`config.mk`:
```
export PLATFORM = sky130hd
export DESIGN_NAME = cnn_layer1_top
export DESIGN_NICKNAME = d
export VERILOG_FILES = /design/src/cnn_pkg.sv /design/src/bus_controller.sv /design/src/cnn_layer1_top.sv /design/src/layer1_engine.sv /design/src/local_mem.sv /design/src/status_regs.sv
export VERILOG_INCLUDE_DIRS = /design/src
export SDC_FILE = /design/constraint.sdc
export NUM_CORES = 2
export LEC_CHECK = 0
export BUFFER_PORTS_ARGS = -buffer_cell sky130_fd_sc_hd__buf_2
export CORE_ASPECT_RATIO = 1.5
export CORE_UTILIZATION = 25
export DETAILED_ROUTE_END_ITERATION = 8
export SYNTH_ARGS = -nofsm -noshare
export SYNTH_HDL_FRONTEND = slang
export SYNTH_SLANG_ARGS = --single-unit
```
`constraint.sdc`:
```
create_clock -name clk -period 7.4 [get_ports clk]
set_clock_uncertainty 0.15 [all_clocks]
set_input_delay 1.11 -clock clk [delete_from_list [all_inputs] [get_ports clk]]
set_output_delay 1.11 -clock clk [all_outputs]
set_load 0.01 [all_outputs]
```
`src/cnn_params.svh`:
```
`ifndef CNN_PARAMS_SVH
`define CNN_PARAMS_SVH

// Pixels per image, also the weights per neuron
`define PIXEL_NUM 16

`define PIXEL_AW 13 // Local memory offset taken from bus_addr
`define DATA_W   16 // Signed pixel and weight
`define ACC_W    32 // Signed accumulator and result

// Region codes in bus_addr[31:29]
`define REG_PIXEL     3'b001
`define REG_WEIGHT    3'b010
`define REG_BIAS      3'b011
`define REG_IMAGE_SET 3'b100
`define REG_IRQ       3'b101
`define REG_RESULT    3'b110

`endif

```
`src/cnn_pkg.sv`:
```
`default_nettype none
`include "cnn_params.svh"

package cnn_pkg;

	// Every 3-bit code is named so a cast from the address is always legal
	typedef enum logic [2:0] {
		R_NONE      = 3'b000,
		R_PIXEL     = `REG_PIXEL,
		R_WEIGHT    = `REG_WEIGHT,
		R_BIAS      = `REG_BIAS,
		R_IMAGE_SET = `REG_IMAGE_SET,
		R_IRQ       = `REG_IRQ,
		R_RESULT    = `REG_RESULT,
		R_SPARE     = 3'b111
	} bus_region_e;

	typedef enum logic [1:0] {
		CMD_IDLE       = 2'b00,
		CMD_START      = 2'b01,
		CMD_START_RELU = 2'b11 // Start and clamp negatives
	} image_cmd_e;

	typedef enum logic [1:0] {
		E_IDLE  = 2'b00,
		E_RUN   = 2'b01, // Memory reads in flight
		E_DRAIN = 2'b10  // Pipe empties, bias and ReLU
	} engine_state_e;

endpackage

`default_nettype wire

```
`src/bus_controller.sv`:
```
`default_nettype none
`timescale 1ns/100ps
`include "cnn_params.svh"

module bus_controller import cnn_pkg::*; (
	input  wire                  clk,
	input  wire                  rst,
	input  wire [31:0]           bus_addr,
	input  wire                  bus_write_signal,
	input  wire [31:0]           bus_write_data,
	input  wire                  busy,
	output logic                 awready,
	output logic                 write_pixel_mem,
	output logic                 write_weight_mem,
	output logic [`PIXEL_AW-1:0] mem_addr,
	output logic [`DATA_W-1:0]   mem_data,
	output logic [`ACC_W-1:0]    bias_value,
	output logic                 image_set_write,
	output logic                 irq_clear,
	output logic [1:0]           write_value,
	output logic                 pixel_store_done,
	output logic                 weight_store_done,
	output logic                 bias_store_done
);

	localparam int CNT_W = $clog2(`PIXEL_NUM + 1);
	localparam logic [CNT_W-1:0] CNT_FULL = CNT_W'(`PIXEL_NUM);

	bus_region_e      region;
	logic             accept;
	logic             wr_pixel;
	logic             wr_weight;
	logic             wr_bias;
	logic             wr_image_set;
	logic             wr_irq;
	logic [CNT_W-1:0] pixel_cnt;
	logic [CNT_W-1:0] weight_cnt;
	logic             bias_seen;

	// Writes are refused while the engine works on the stores
	assign awready = !busy;
	assign accept  = bus_write_signal && awready;
	assign region  = bus_region_e'(bus_addr[31:29]);

	assign wr_pixel     = accept && (region == R_PIXEL);
	assign wr_weight    = accept && (region == R_WEIGHT);
	assign wr_bias      = accept && (region == R_BIAS);
	assign wr_image_set = accept && (region == R_IMAGE_SET);
	assign wr_irq       = accept && (region == R_IRQ);

	// Routed strobes, one cycle after the bus pulse
	always_ff @(posedge clk or posedge rst)
	begin
		if (rst)
		begin
			write_pixel_mem  <= 1'b0;
			write_weight_mem <= 1'b0;
			image_set_write  <= 1'b0;
			irq_clear        <= 1'b0;
		end
		else
		begin
			write_pixel_mem  <= wr_pixel;
			write_weight_mem <= wr_weight;
			image_set_write  <= wr_image_set;
			irq_clear        <= wr_irq; // Any value clears
		end
	end

	always_ff @(posedge clk)
	begin
		if (accept)
		begin
			mem_addr    <= bus_addr[`PIXEL_AW-1:0];
			mem_data    <= bus_write_data[`DATA_W-1:0];
			write_value <= bus_write_data[1:0];
		end
		if (wr_bias)
			bias_value <= bus_write_data[`ACC_W-1:0];
	end

	// Store counters saturate, an interrupt clear starts a new image
	always_ff @(posedge clk or posedge rst)
	begin
		if (rst)
		begin
			pixel_cnt  <= '0;
			weight_cnt <= '0;
			bias_seen  <= 1'b0;
		end
		else if (wr_irq)
		begin
			pixel_cnt  <= '0;
			weight_cnt <= '0;
			bias_seen  <= 1'b0;
		end
		else
		begin
			if (wr_pixel && (pixel_cnt != CNT_FULL))
				pixel_cnt <= pixel_cnt + CNT_W'(1);
			if (wr_weight && (weight_cnt != CNT_FULL))
				weight_cnt <= weight_cnt + CNT_W'(1);
			if (wr_bias)
				bias_seen <= 1'b1;
		end
	end

	assign pixel_store_done  = (pixel_cnt == CNT_FULL);
	assign weight_store_done = (weight_cnt == CNT_FULL);
	assign bias_store_done   = bias_seen;

	// Memories stay frozen for the engine once it is busy
	a_no_write_in_busy: assert property (@(posedge clk) disable iff (rst)
		!(busy && (write_pixel_mem || write_weight_mem)))
		else $error("Local memory written during a compute");

endmodule

`default_nettype wire

```
`src/cnn_layer1_top.sv`:
```
`default_nettype none
`timescale 1ns/100ps
`include "cnn_params.svh"

module cnn_layer1_top import cnn_pkg::*; (
	input  wire         clk,
	input  wire         rst,
	input  wire [31:0]  bus_addr,
	input  wire         bus_write_signal,
	input  wire         bus_read_signal,
	input  wire [31:0]  bus_write_data,
	output logic [31:0] bus_read_data,
	output logic        awready,
	output logic        irq,
	output logic        pixel_store_done,
	output logic        weight_store_done,
	output logic        bias_store_done
);

	logic                 write_pixel_mem;
	logic                 write_weight_mem;
	logic [`PIXEL_AW-1:0] mem_addr;
	logic [`DATA_W-1:0]   mem_data;
	logic [`ACC_W-1:0]    bias_value;
	logic                 image_set_write;
	logic                 irq_clear;
	logic [1:0]           write_value;
	image_cmd_e           image_cmd;
	logic                 busy;
	logic                 done_pulse;
	logic [`ACC_W-1:0]    result;
	logic [`PIXEL_AW-1:0] rd_addr;     // Shared by both memories
	logic [`DATA_W-1:0]   pixel_rd_data;
	logic [`DATA_W-1:0]   weight_rd_data;

	bus_controller i_bus_controller (
		.clk(clk), .rst(rst), .bus_addr(bus_addr),
		.bus_write_signal(bus_write_signal), .bus_write_data(bus_write_data),
		.busy(busy), .awready(awready),
		.write_pixel_mem(write_pixel_mem), .write_weight_mem(write_weight_mem),
		.mem_addr(mem_addr), .mem_data(mem_data), .bias_value(bias_value),
		.image_set_write(image_set_write), .irq_clear(irq_clear),
		.write_value(write_value), .pixel_store_done(pixel_store_done),
		.weight_store_done(weight_store_done), .bias_store_done(bias_store_done)
	);

	local_mem #(.DEPTH(`PIXEL_NUM), .WIDTH(`DATA_W)) i_pixel_mem (
		.clk(clk), .wr_en(write_pixel_mem), .wr_addr(mem_addr),
		.wr_data(mem_data), .rd_addr(rd_addr), .rd_data(pixel_rd_data)
	);

	local_mem #(.DEPTH(`PIXEL_NUM), .WIDTH(`DATA_W)) i_weight_mem (
		.clk(clk), .wr_en(write_weight_mem), .wr_addr(mem_addr),
		.wr_data(mem_data), .rd_addr(rd_addr), .rd_data(weight_rd_data)
	);

	status_regs i_status_regs (
		.clk(clk), .rst(rst), .bus_addr(bus_addr), .bus_read_signal(bus_read_signal),
		.image_set_write(image_set_write), .irq_clear(irq_clear),
		.write_value(write_value), .done_pulse(done_pulse), .result(result),
		.image_cmd(image_cmd), .irq(irq), .bus_read_data(bus_read_data)
	);

	layer1_engine i_layer1_engine (
		.clk(clk), .rst(rst), .image_cmd(image_cmd),
		.pixel_store_done(pixel_store_done), .weight_store_done(weight_store_done),
		.bias_store_done(bias_store_done), .pixel_rd_data(pixel_rd_data),
		.weight_rd_data(weight_rd_data), .bias_value(bias_value),
		.rd_addr(rd_addr), .busy(busy), .done_pulse(done_pulse), .result(result)
	);

endmodule

`default_nettype wire

```
`src/layer1_engine.sv`:
```
`default_nettype none
`timescale 1ns/100ps
`include "cnn_params.svh"

module layer1_engine import cnn_pkg::*; (
	input  wire                  clk,
	input  wire                  rst,
	input  var image_cmd_e       image_cmd,
	input  wire                  pixel_store_done,
	input  wire                  weight_store_done,
	input  wire                  bias_store_done,
	input  wire [`DATA_W-1:0]    pixel_rd_data,
	input  wire [`DATA_W-1:0]    weight_rd_data,
	input  wire [`ACC_W-1:0]     bias_value,
	output logic [`PIXEL_AW-1:0] rd_addr,
	output logic                 busy,
	output logic                 done_pulse,
	output logic [`ACC_W-1:0]    result
);

	localparam logic [`PIXEL_AW-1:0] LAST_ADDR = `PIXEL_AW'(`PIXEL_NUM - 1);

	engine_state_e                state;
	logic                         start;
	logic                         relu_q;
	logic                         rd_valid_q; // Memory data valid this cycle
	logic                         rd_last_q;
	logic                         fin_q;      // Accumulator holds the full sum
	logic signed [2*`DATA_W-1:0]  product;
	logic signed [`ACC_W-1:0]     acc;
	logic signed [`ACC_W-1:0]     sum;

	assign start = (state == E_IDLE) && (image_cmd != CMD_IDLE) &&
		pixel_store_done && weight_store_done && bias_store_done;

	assign busy = (state != E_IDLE) || start;

	always_ff @(posedge clk or posedge rst)
	begin
		if (rst)
		begin
			state   <= E_IDLE;
			rd_addr <= '0;
			relu_q  <= 1'b0;
		end
		else
		begin
			case (state)
				E_IDLE:
				begin
					if (start)
					begin
						state   <= E_RUN;
						rd_addr <= '0;
						relu_q  <= (image_cmd == CMD_START_RELU);
					end
				end
				E_RUN:
				begin
					if (rd_addr == LAST_ADDR)
						state <= E_DRAIN;
					else
						rd_addr <= rd_addr + `PIXEL_AW'(1);
				end
				E_DRAIN:
				begin
					if (done_pulse)
						state <= E_IDLE;
				end
				default: state <= E_IDLE;
			endcase
		end
	end

	// Valid pipe follows the registered memory read
	always_ff @(posedge clk or posedge rst)
	begin
		if (rst)
		begin
			rd_valid_q <= 1'b0;
			rd_last_q  <= 1'b0;
			fin_q      <= 1'b0;
			done_pulse <= 1'b0;
		end
		else
		begin
			rd_valid_q <= (state == E_RUN);
			rd_last_q  <= (state == E_RUN) && (rd_addr == LAST_ADDR);
			fin_q      <= rd_last_q;
			done_pulse <= fin_q;
		end
	end

	assign product = $signed(pixel_rd_data) * $signed(weight_rd_data);
	assign sum     = acc + $signed(bias_value);

	always_ff @(posedge clk)
	begin
		if (start)
			acc <= '0;
		else if (rd_valid_q)
			acc <= acc + `ACC_W'(product);
		if (fin_q)
			result <= (relu_q && sum[`ACC_W-1]) ? '0 : sum; // ReLU clamps negatives
	end

	a_done_one_cycle: assert property (@(posedge clk) disable iff (rst)
		done_pulse |=> !done_pulse)
		else $error("done_pulse held longer than one cycle");

endmodule

`default_nettype wire

```
`src/local_mem.sv`:
```
`default_nettype none
`timescale 1ns/100ps
`include "cnn_params.svh"

module local_mem #(
	parameter int DEPTH = `PIXEL_NUM,
	parameter int WIDTH = `DATA_W
) (
	input  wire                  clk,
	input  wire                  wr_en,
	input  wire [`PIXEL_AW-1:0]  wr_addr,
	input  wire [WIDTH-1:0]      wr_data,
	input  wire [`PIXEL_AW-1:0]  rd_addr,
	output logic [WIDTH-1:0]     rd_data
);

	localparam int IDX_W = (DEPTH > 1) ? $clog2(DEPTH) : 1;
	localparam logic [`PIXEL_AW-1:0] DEPTH_A = `PIXEL_AW'(DEPTH);

	logic [WIDTH-1:0] mem [DEPTH];

	always_ff @(posedge clk)
	begin
		if (wr_en && (wr_addr < DEPTH_A))
			mem[wr_addr[IDX_W-1:0]] <= wr_data;
	end

	// Registered read, out of range offsets read zero
	always_ff @(posedge clk)
	begin
		if (rd_addr < DEPTH_A)
			rd_data <= mem[rd_addr[IDX_W-1:0]];
		else
			rd_data <= '0;
	end

	a_wr_in_range: assert property (@(posedge clk) wr_en |-> (wr_addr < DEPTH_A))
		else $error("local_mem write offset %0d beyond depth %0d", wr_addr, DEPTH);

endmodule

`default_nettype wire

```
`src/status_regs.sv`:
```
`default_nettype none
`timescale 1ns/100ps
`include "cnn_params.svh"

module status_regs import cnn_pkg::*; (
	input  wire               clk,
	input  wire               rst,
	input  wire [31:0]        bus_addr,
	input  wire               bus_read_signal,
	input  wire               image_set_write,
	input  wire               irq_clear,
	input  wire [1:0]         write_value,
	input  wire               done_pulse,
	input  wire [`ACC_W-1:0]  result,
	output image_cmd_e        image_cmd,
	output logic              irq,
	output logic [31:0]       bus_read_data
);

	bus_region_e       rd_region;
	logic [`ACC_W-1:0] result_q;

	assign rd_region = bus_region_e'(bus_addr[31:29]);

	always_ff @(posedge clk or posedge rst)
	begin
		if (rst)
		begin
			image_cmd <= CMD_IDLE;
			irq       <= 1'b0;
			result_q  <= '0;
		end
		else if (done_pulse)
		begin
			image_cmd <= CMD_IDLE; // Command clears itself when the neuron is done
			irq       <= 1'b1;
			result_q  <= result;
		end
		else
		begin
			if (image_set_write)
			begin
				case (write_value)
					2'b01:   image_cmd <= CMD_START;
					2'b11:   image_cmd <= CMD_START_RELU;
					default: image_cmd <= CMD_IDLE; // Code 10 is no command
				endcase
			end
			if (irq_clear)
				irq <= 1'b0;
		end
	end

	// Readback one cycle after the read strobe
	always_ff @(posedge clk or posedge rst)
	begin
		if (rst)
			bus_read_data <= '0;
		else if (bus_read_signal)
		begin
			case (rd_region)
				R_IMAGE_SET: bus_read_data <= {30'b0, image_cmd};
				R_IRQ:       bus_read_data <= {31'b0, irq};
				R_RESULT:    bus_read_data <= result_q;
				default:     bus_read_data <= '0;
			endcase
		end
	end

	// Clear comes from an accepted write, so never during a compute
	a_no_clear_on_done: assert property (@(posedge clk) disable iff (rst)
		!(done_pulse && irq_clear))
		else $error("irq_clear coincides with done_pulse");

endmodule

`default_nettype wire

```
After elaboration in Yosys (flattened, before gate mapping)
Memory sizes are Yosys's and may differ from the RTL's. A register that Yosys moved wholly into a read port is not among the register bits. Cells that the tools add are included.

Register bits: 229. Input port bits: 68. Memories: 2. Output and inout port bits: 37. Bits in writable memories: 512.

Memory list: i_pixel_mem.mem (depth 16, width 16, read ports 1, clocked after memory_dff 1, wr ports 1, line local_mem.sv:20) `logic [WIDTH-1:0] mem [DEPTH];`; i_weight_mem.mem (depth 16, width 16, read ports 1, clocked after memory_dff 1, wr ports 1, line local_mem.sv:20).

Reductions and logical operators: 32. Order comparisons: 2. Add/subtract/negate cells: 5. $mul: 1. Mux-type cells: 23. Equal/unequal tests: 20.

Operators by type and width (number): $pmux 32 s3 (1); $add 32x32->32 (2); $mul 16x16->32 (1); $lt 13x5->1 const B (2); $mux 13 (2); $pmux 13 s2 (1); $mux 5 (4); $logic_and 1x1->1 (16); $reduce_bool 2->1 (8); $add 13x1->13 const B (1); $eq 13x4->1 const B (1); $add 5x1->5 const B (2); $eq 5x5->1 const B (2); $mux 2 (5); $ne 5x5->1 const B (2); $eq 3x3->1 const B (3); $mux 1 (8); $eq 2x2->1 const B (3); $eq 3x2->1 const B (2); $ne 2x1->1 const B (3); $pmux 2 s3 (1); $reduce_and 3->1 (2); $eq 2x1->1 const B (2); $pmux 2 s2 (1); other kinds (6) (8).

Logic depth before layout (Yosys ltp)
Depth in word-level cells: 12. Gate-level depth with buffers: 23. Depth with buffers taken out: 22.

Cells and area by module
Synthesis repeated with hierarchy kept, for this count alone.

Cells, all modules: 2823. Area, all modules: 41327.1 µm².

By module, submodules not included: local_mem (area an instance 10324.9 µm², cells an instance 435, seq. area each 8007.7 µm², times used 2); layer1_engine (area an instance 15498.6 µm², cells an instance 1652, seq. area each 2102.0 µm², times used 1); bus_controller (area an instance 2673.8 µm², cells an instance 144, seq. area each 2207.1 µm², times used 1); status_regs (area an instance 2504.9 µm², cells an instance 157, seq. area each 1676.6 µm², times used 1).

Worst setup path after synthesis
No wires, ideal clock.

Path type: reg2reg. From: reg i_pixel_mem.rd_data[15] (read register of i_pixel_mem.mem). To: reg i_layer1_engine.acc[31]. Path slack: 1.244 ns. Path buffers: 1. Arrival time: 5.921 ns. Required time: 7.164 ns. Stages on the path, launching flop included: 24. Cells stage by stage: dfxtp_1 clkbuf_1 nand2_1 inv_1 fa_1 inv_1 fa_1 inv_1 fa_1 fa_1 fa_1 inv_1 fa_1 inv_1 ha_1 nand4_1 nor2b_1 nand2_1 a211o_1 a31oi_1 o2111ai_1 a21oi_1 xnor2_1 a211oi_1.

Longest elaborated chain between the ends: 2.

RTL lines: start: declaration (line local_mem.sv:14) `output logic [WIDTH-1:0] rd_data`; $mul 16x16->32 (line layer1_engine.sv:94) `assign product = $signed(pixel_rd_data) * $signed(weight_rd_data);`; $add 32x32->32 (line layer1_engine.sv:102) `` acc <= acc + `ACC_W'(product); ``; end signal: assignment (line layer1_engine.sv:102); end: declaration (line layer1_engine.sv:30) `` logic signed [`ACC_W-1:0] acc; ``.

No other way between the ends. A chain may end at the register's enable or synchronous reset.

Worst setup path in the final report
From: reg i_weight_mem.rd_data[2] (read register of i_weight_mem.mem). To: reg i_layer1_engine.acc[31].

Longest elaborated chain between the ends: 2.

RTL lines (line): start: declaration (local_mem.sv:14); $mul 16x16->32 (layer1_engine.sv:94); $add 32x32->32 (layer1_engine.sv:102).

No other way between the ends.

==> summary.txt <==
Outcome
  – Outcome: complete, no violations

Timing
  – RSZ-0062 raised after global routing: no
  – Final hold viol count: 0
  – Max Slew Vio Count: 0
  – Peak Freq: 0.146 GHz
  – Hold slack: 0.208 ns
  – Slew Limit Headroom: 20.2%
  – Fin crit share: 92.6%
  – Setup TNS: 0 ns
  – Min Clock Period, post-route: 6.85 ns
  – Worst-Margin Slew: 1.20 ns
  – Final setup violation count: 0
  – Slack of the critical path: 0.550 ns

Route
  – Drt total wl: 96000 um
  – Met2 wire length: 52600 um
  – WL met1: 36400 um
  – Vias per cell: 4.35
  – Max layer used: met5
  – Wire length on met3: 3120 um
  – Drt wl/cell: 18.8 um
  – Initial DRC count: 1337
  – Pre-antenna DRT Iters: 5
  – Antenna-violating nets left: 0
  – DRC: 0
  – DR vias: 22213

Worst setup path
  – Cell mode on critical path: fa_1
  – R2r worst-path depth: 22
  – CP Data Arrival Time: 7.27 ns
  – WP data required: 7.82 ns
  – Critical path class: flop to flop
  – Critical path launch point type: flop
  – CP max-delay cell: dfxtp_1
  – Crit path cell chain: nand2_1 > inv_1 > fa_1 > inv_1 > fa_1 > inv_1 > fa_1 > fa_1 > fa_1 > inv_1 > fa_1 > inv_1 > ha_1 > nand4_1 > nor2b_1 > nand2_1 > a211o_1 > a31oi_1 > o2111ai_1 > a21oi_1 > xnor2_1 > a211oi_1
  – CP max stage delay: 0.70 ns
  – Critical Path Fanout Max: 16
  – Worst r2r dst: i_layer1_engine.acc[31]
  – Worst path buffer plus inverter count: 5
  – Worst R2R Start: i_weight_mem.rd_data[2]
  – Worst reg2reg setup slack: 0.55 ns
  – Largest delay contributor family on the critical path: adder cells
  – Critical Path Sink Type: flop

CTS
  – Post-CTS setup buffers: 0
  – Max H-tree Level: 3
  – CTS tree: done
  – Cts hold-fix bufs: 0
  – Worst-path clk slew: 0.07 ns
  – Post-CTS sizing: 0
  – Clock sinks: 771
  – Worst-case clock buffer depth: 3
  – Root Driver: clkbuf_16
  – Skew-Pair Late Insertion Delay: 0.67 ns
  – Num CTS Buffers: 78

Finish
  – Final Util: 28.8%
  – Most frequent cells in the layout: 605 x edfxtp_1, 374 x inv_1, 293 x fa_1
  – Layout Nets: 3438
  – Layout cells sized above 1: 16.6%
  – Area grow syn2layout: 14.4%
  – Most common cell after layout, fill and taps aside: edfxtp_1

Power
  – Internal: 0.00710 W
  – Power density cells: 193 nW/um^2
  – NetSw: 0.00191 W
  – VDD IR max: 162 uV
  – Total power after layout: 0.00902 W
  – Sequential power share: 52.9%
  – Comb power frac: 1.2%
  – Leakage: 17.7 nW
  – Sw Ratio: 21.2%
  – Clock share of power: 45.9%

Flow run
  – Max-Cap Viols: 0

Floorplanning
  – Die X: 332 um
  – Full die area: 165000 um^2
  – Initial core utilization: 25.2%
  – Core Region: 162000 um^2
  – Row count: 181
  – Die Ht: 497 um
  – I/O pins: 105

Global routing
  – Largest net degree at the start of global routing: 120
  – First-pass GRT wire length: 148000 um
  – Vias in the first global route: 24523
  – Initial antenna violation count: 2
  – GRT Total Usage: 11.8%
  – Gr ovfl total: 0

Worst hold path
  – Hold wc startpoint: i_layer1_engine.rd_last_q
  – Worst Hold Depth: 0
  – Tightest Hold Check Type: flop to flop
  – Hold endpoint: i_layer1_engine.fin_q

Logic synthesis
  – Part of the Yosys area used for sequential elements: 54.0%
  – YS warnings: 0
  – Main flop type after synthesis: edfxtp_1
  – Post-Synthesis Cells: 2819
  – Seq cells post-synth: 771
  – Asr flop ratio synth: 13.2%
  – Post-synth EDFFs: 605
  – Avg Inst Size Synth: 14.5 um^2
  – Netlist cell types: 71
  – Mapped Nets: 3314
  – Mapped cell area: 40800 um^2

Place
  – Port bufs: 88
  – Final Wtd Congestion: 0.824
  – Post-DP HPWL: 69200 um
  – Dpl ws: 0.553 ns
## kinds of logic after synthesis
kind of cell,synth area share [%]
DFF,54.0
buffers and inverters,4.51
muxes,10.4
adders and majority gates,18.5
xor gates and xnor gates,1.53
AOI/OAI and AO/OA,3.54
and+or+nand+nor,7.57
## power groups by stage
stage               clock network, W  logic [W]  registers (W)
floorplan                          0  0.0000616        0.00483
global placement                   0   0.000112        0.00486
detailed placement                 0   0.000114        0.00486
CTS                          0.00424   0.000115        0.00477
global route                 0.00439   0.000126        0.00477
finish                       0.00414   0.000111        0.00477
## layer usage
metal / GRT usage, % / vias to the layer above
met5: 0 / -
met4: 5.19 / 2
met3: 1.68 / 168
met2: 22.7 / 392
met1: 12.8 / 11591
li1: - / 10060
## how the worst max path moves through the flow
stage | startpoint | endpoint | slack, ns | depth (start not counted)
floorplan | i_pixel_mem.rd_data[15] | i_layer1_engine.acc[31] | 1.24 | 23
global placement | i_weight_mem.rd_data[2] | i_layer1_engine.acc[31] | 0.56 | 22
detailed placement | i_weight_mem.rd_data[2] | i_layer1_engine.acc[31] | 0.55 | 22
CTS | i_weight_mem.rd_data[2] | i_layer1_engine.acc[31] | 0.52 | 22
global route | i_weight_mem.rd_data[2] | i_layer1_engine.acc[31] | 0.23 | 22
finish | i_weight_mem.rd_data[2] | i_layer1_engine.acc[31] | 0.55 | 22
## stage by stage
step / instances / cell area, um^2
detailed placement: 4967 / 43900
floorplan: 2819 / 40800
global placement: 4967 / 43900
finish: 5110 / 46600
global route: 5110 / 46600
CTS: 5109 / 46600
## worst register-to-register path, cell delays in order, from the launching register on
cell	delay, ns
dfxtp_1	0.70
nand2_1	0.21
inv_1	0.12
fa_1	0.55
inv_1	0.14
fa_1	0.47
inv_1	0.28
fa_1	0.50
fa_1	0.53
fa_1	0.50
inv_1	0.05
fa_1	0.47
inv_1	0.04
ha_1	0.36
nand4_1	0.15
nor2b_1	0.22
nand2_1	0.08
a211o_1	0.33
a31oi_1	0.28
o2111ai_1	0.14
a21oi_1	0.18
xnor2_1	0.09
a211oi_1	0.22
## cells in the mapped netlist, drive strengths merged, types with 64 or more instances
cell type / number / area (um^2)
inv: 376 / 1410
dfxtp: 64 / 1280
clkbuf: 80 / 300
o21ai: 78 / 390
ha: 134 / 1680
fa: 293 / 5870
mux4: 160 / 3600
nand2: 196 / 736
dfrtp: 102 / 2550
and2: 128 / 803
edfxtp: 605 / 18200
nor2: 128 / 480
## flip-flops by register name, indices dropped and copies added (netlist names), 5 cells and up
signal / count
i_layer1_engine.acc: 32
i_bus_controller.bias_value: 32
i_status_regs.result_q: 32
i_layer1_engine.result: 32
i_status_regs.bus_read_data: 32
i_bus_controller.mem_data: 15
i_bus_controller.weight_cnt: 5
i_pixel_mem.rd_data: 16
i_layer1_engine.rd_addr: 13
i_weight_mem.rd_data: 16
i_bus_controller.pixel_cnt: 5
i_bus_controller.mem_addr: 13
i_weight_mem.mem: 256
i_pixel_mem.mem: 256
## area by class of cell
| type | count | area, um^2 |
|---|---|---|
| fill | 16101 | 115000 |
| sequential | 771 | 22000 |
| multi-input combinational | 1567 | 17000 |
| tap | 2104 | 2630 |
| clock buffer | 93 | 2050 |
| inverter | 377 | 1420 |
| timing repair buffer | 148 | 916 |
| clock inverter | 49 | 614 |
| antenna | 1 | 2.50 |
Note: power is estimated with default switching activity, not from simulation.
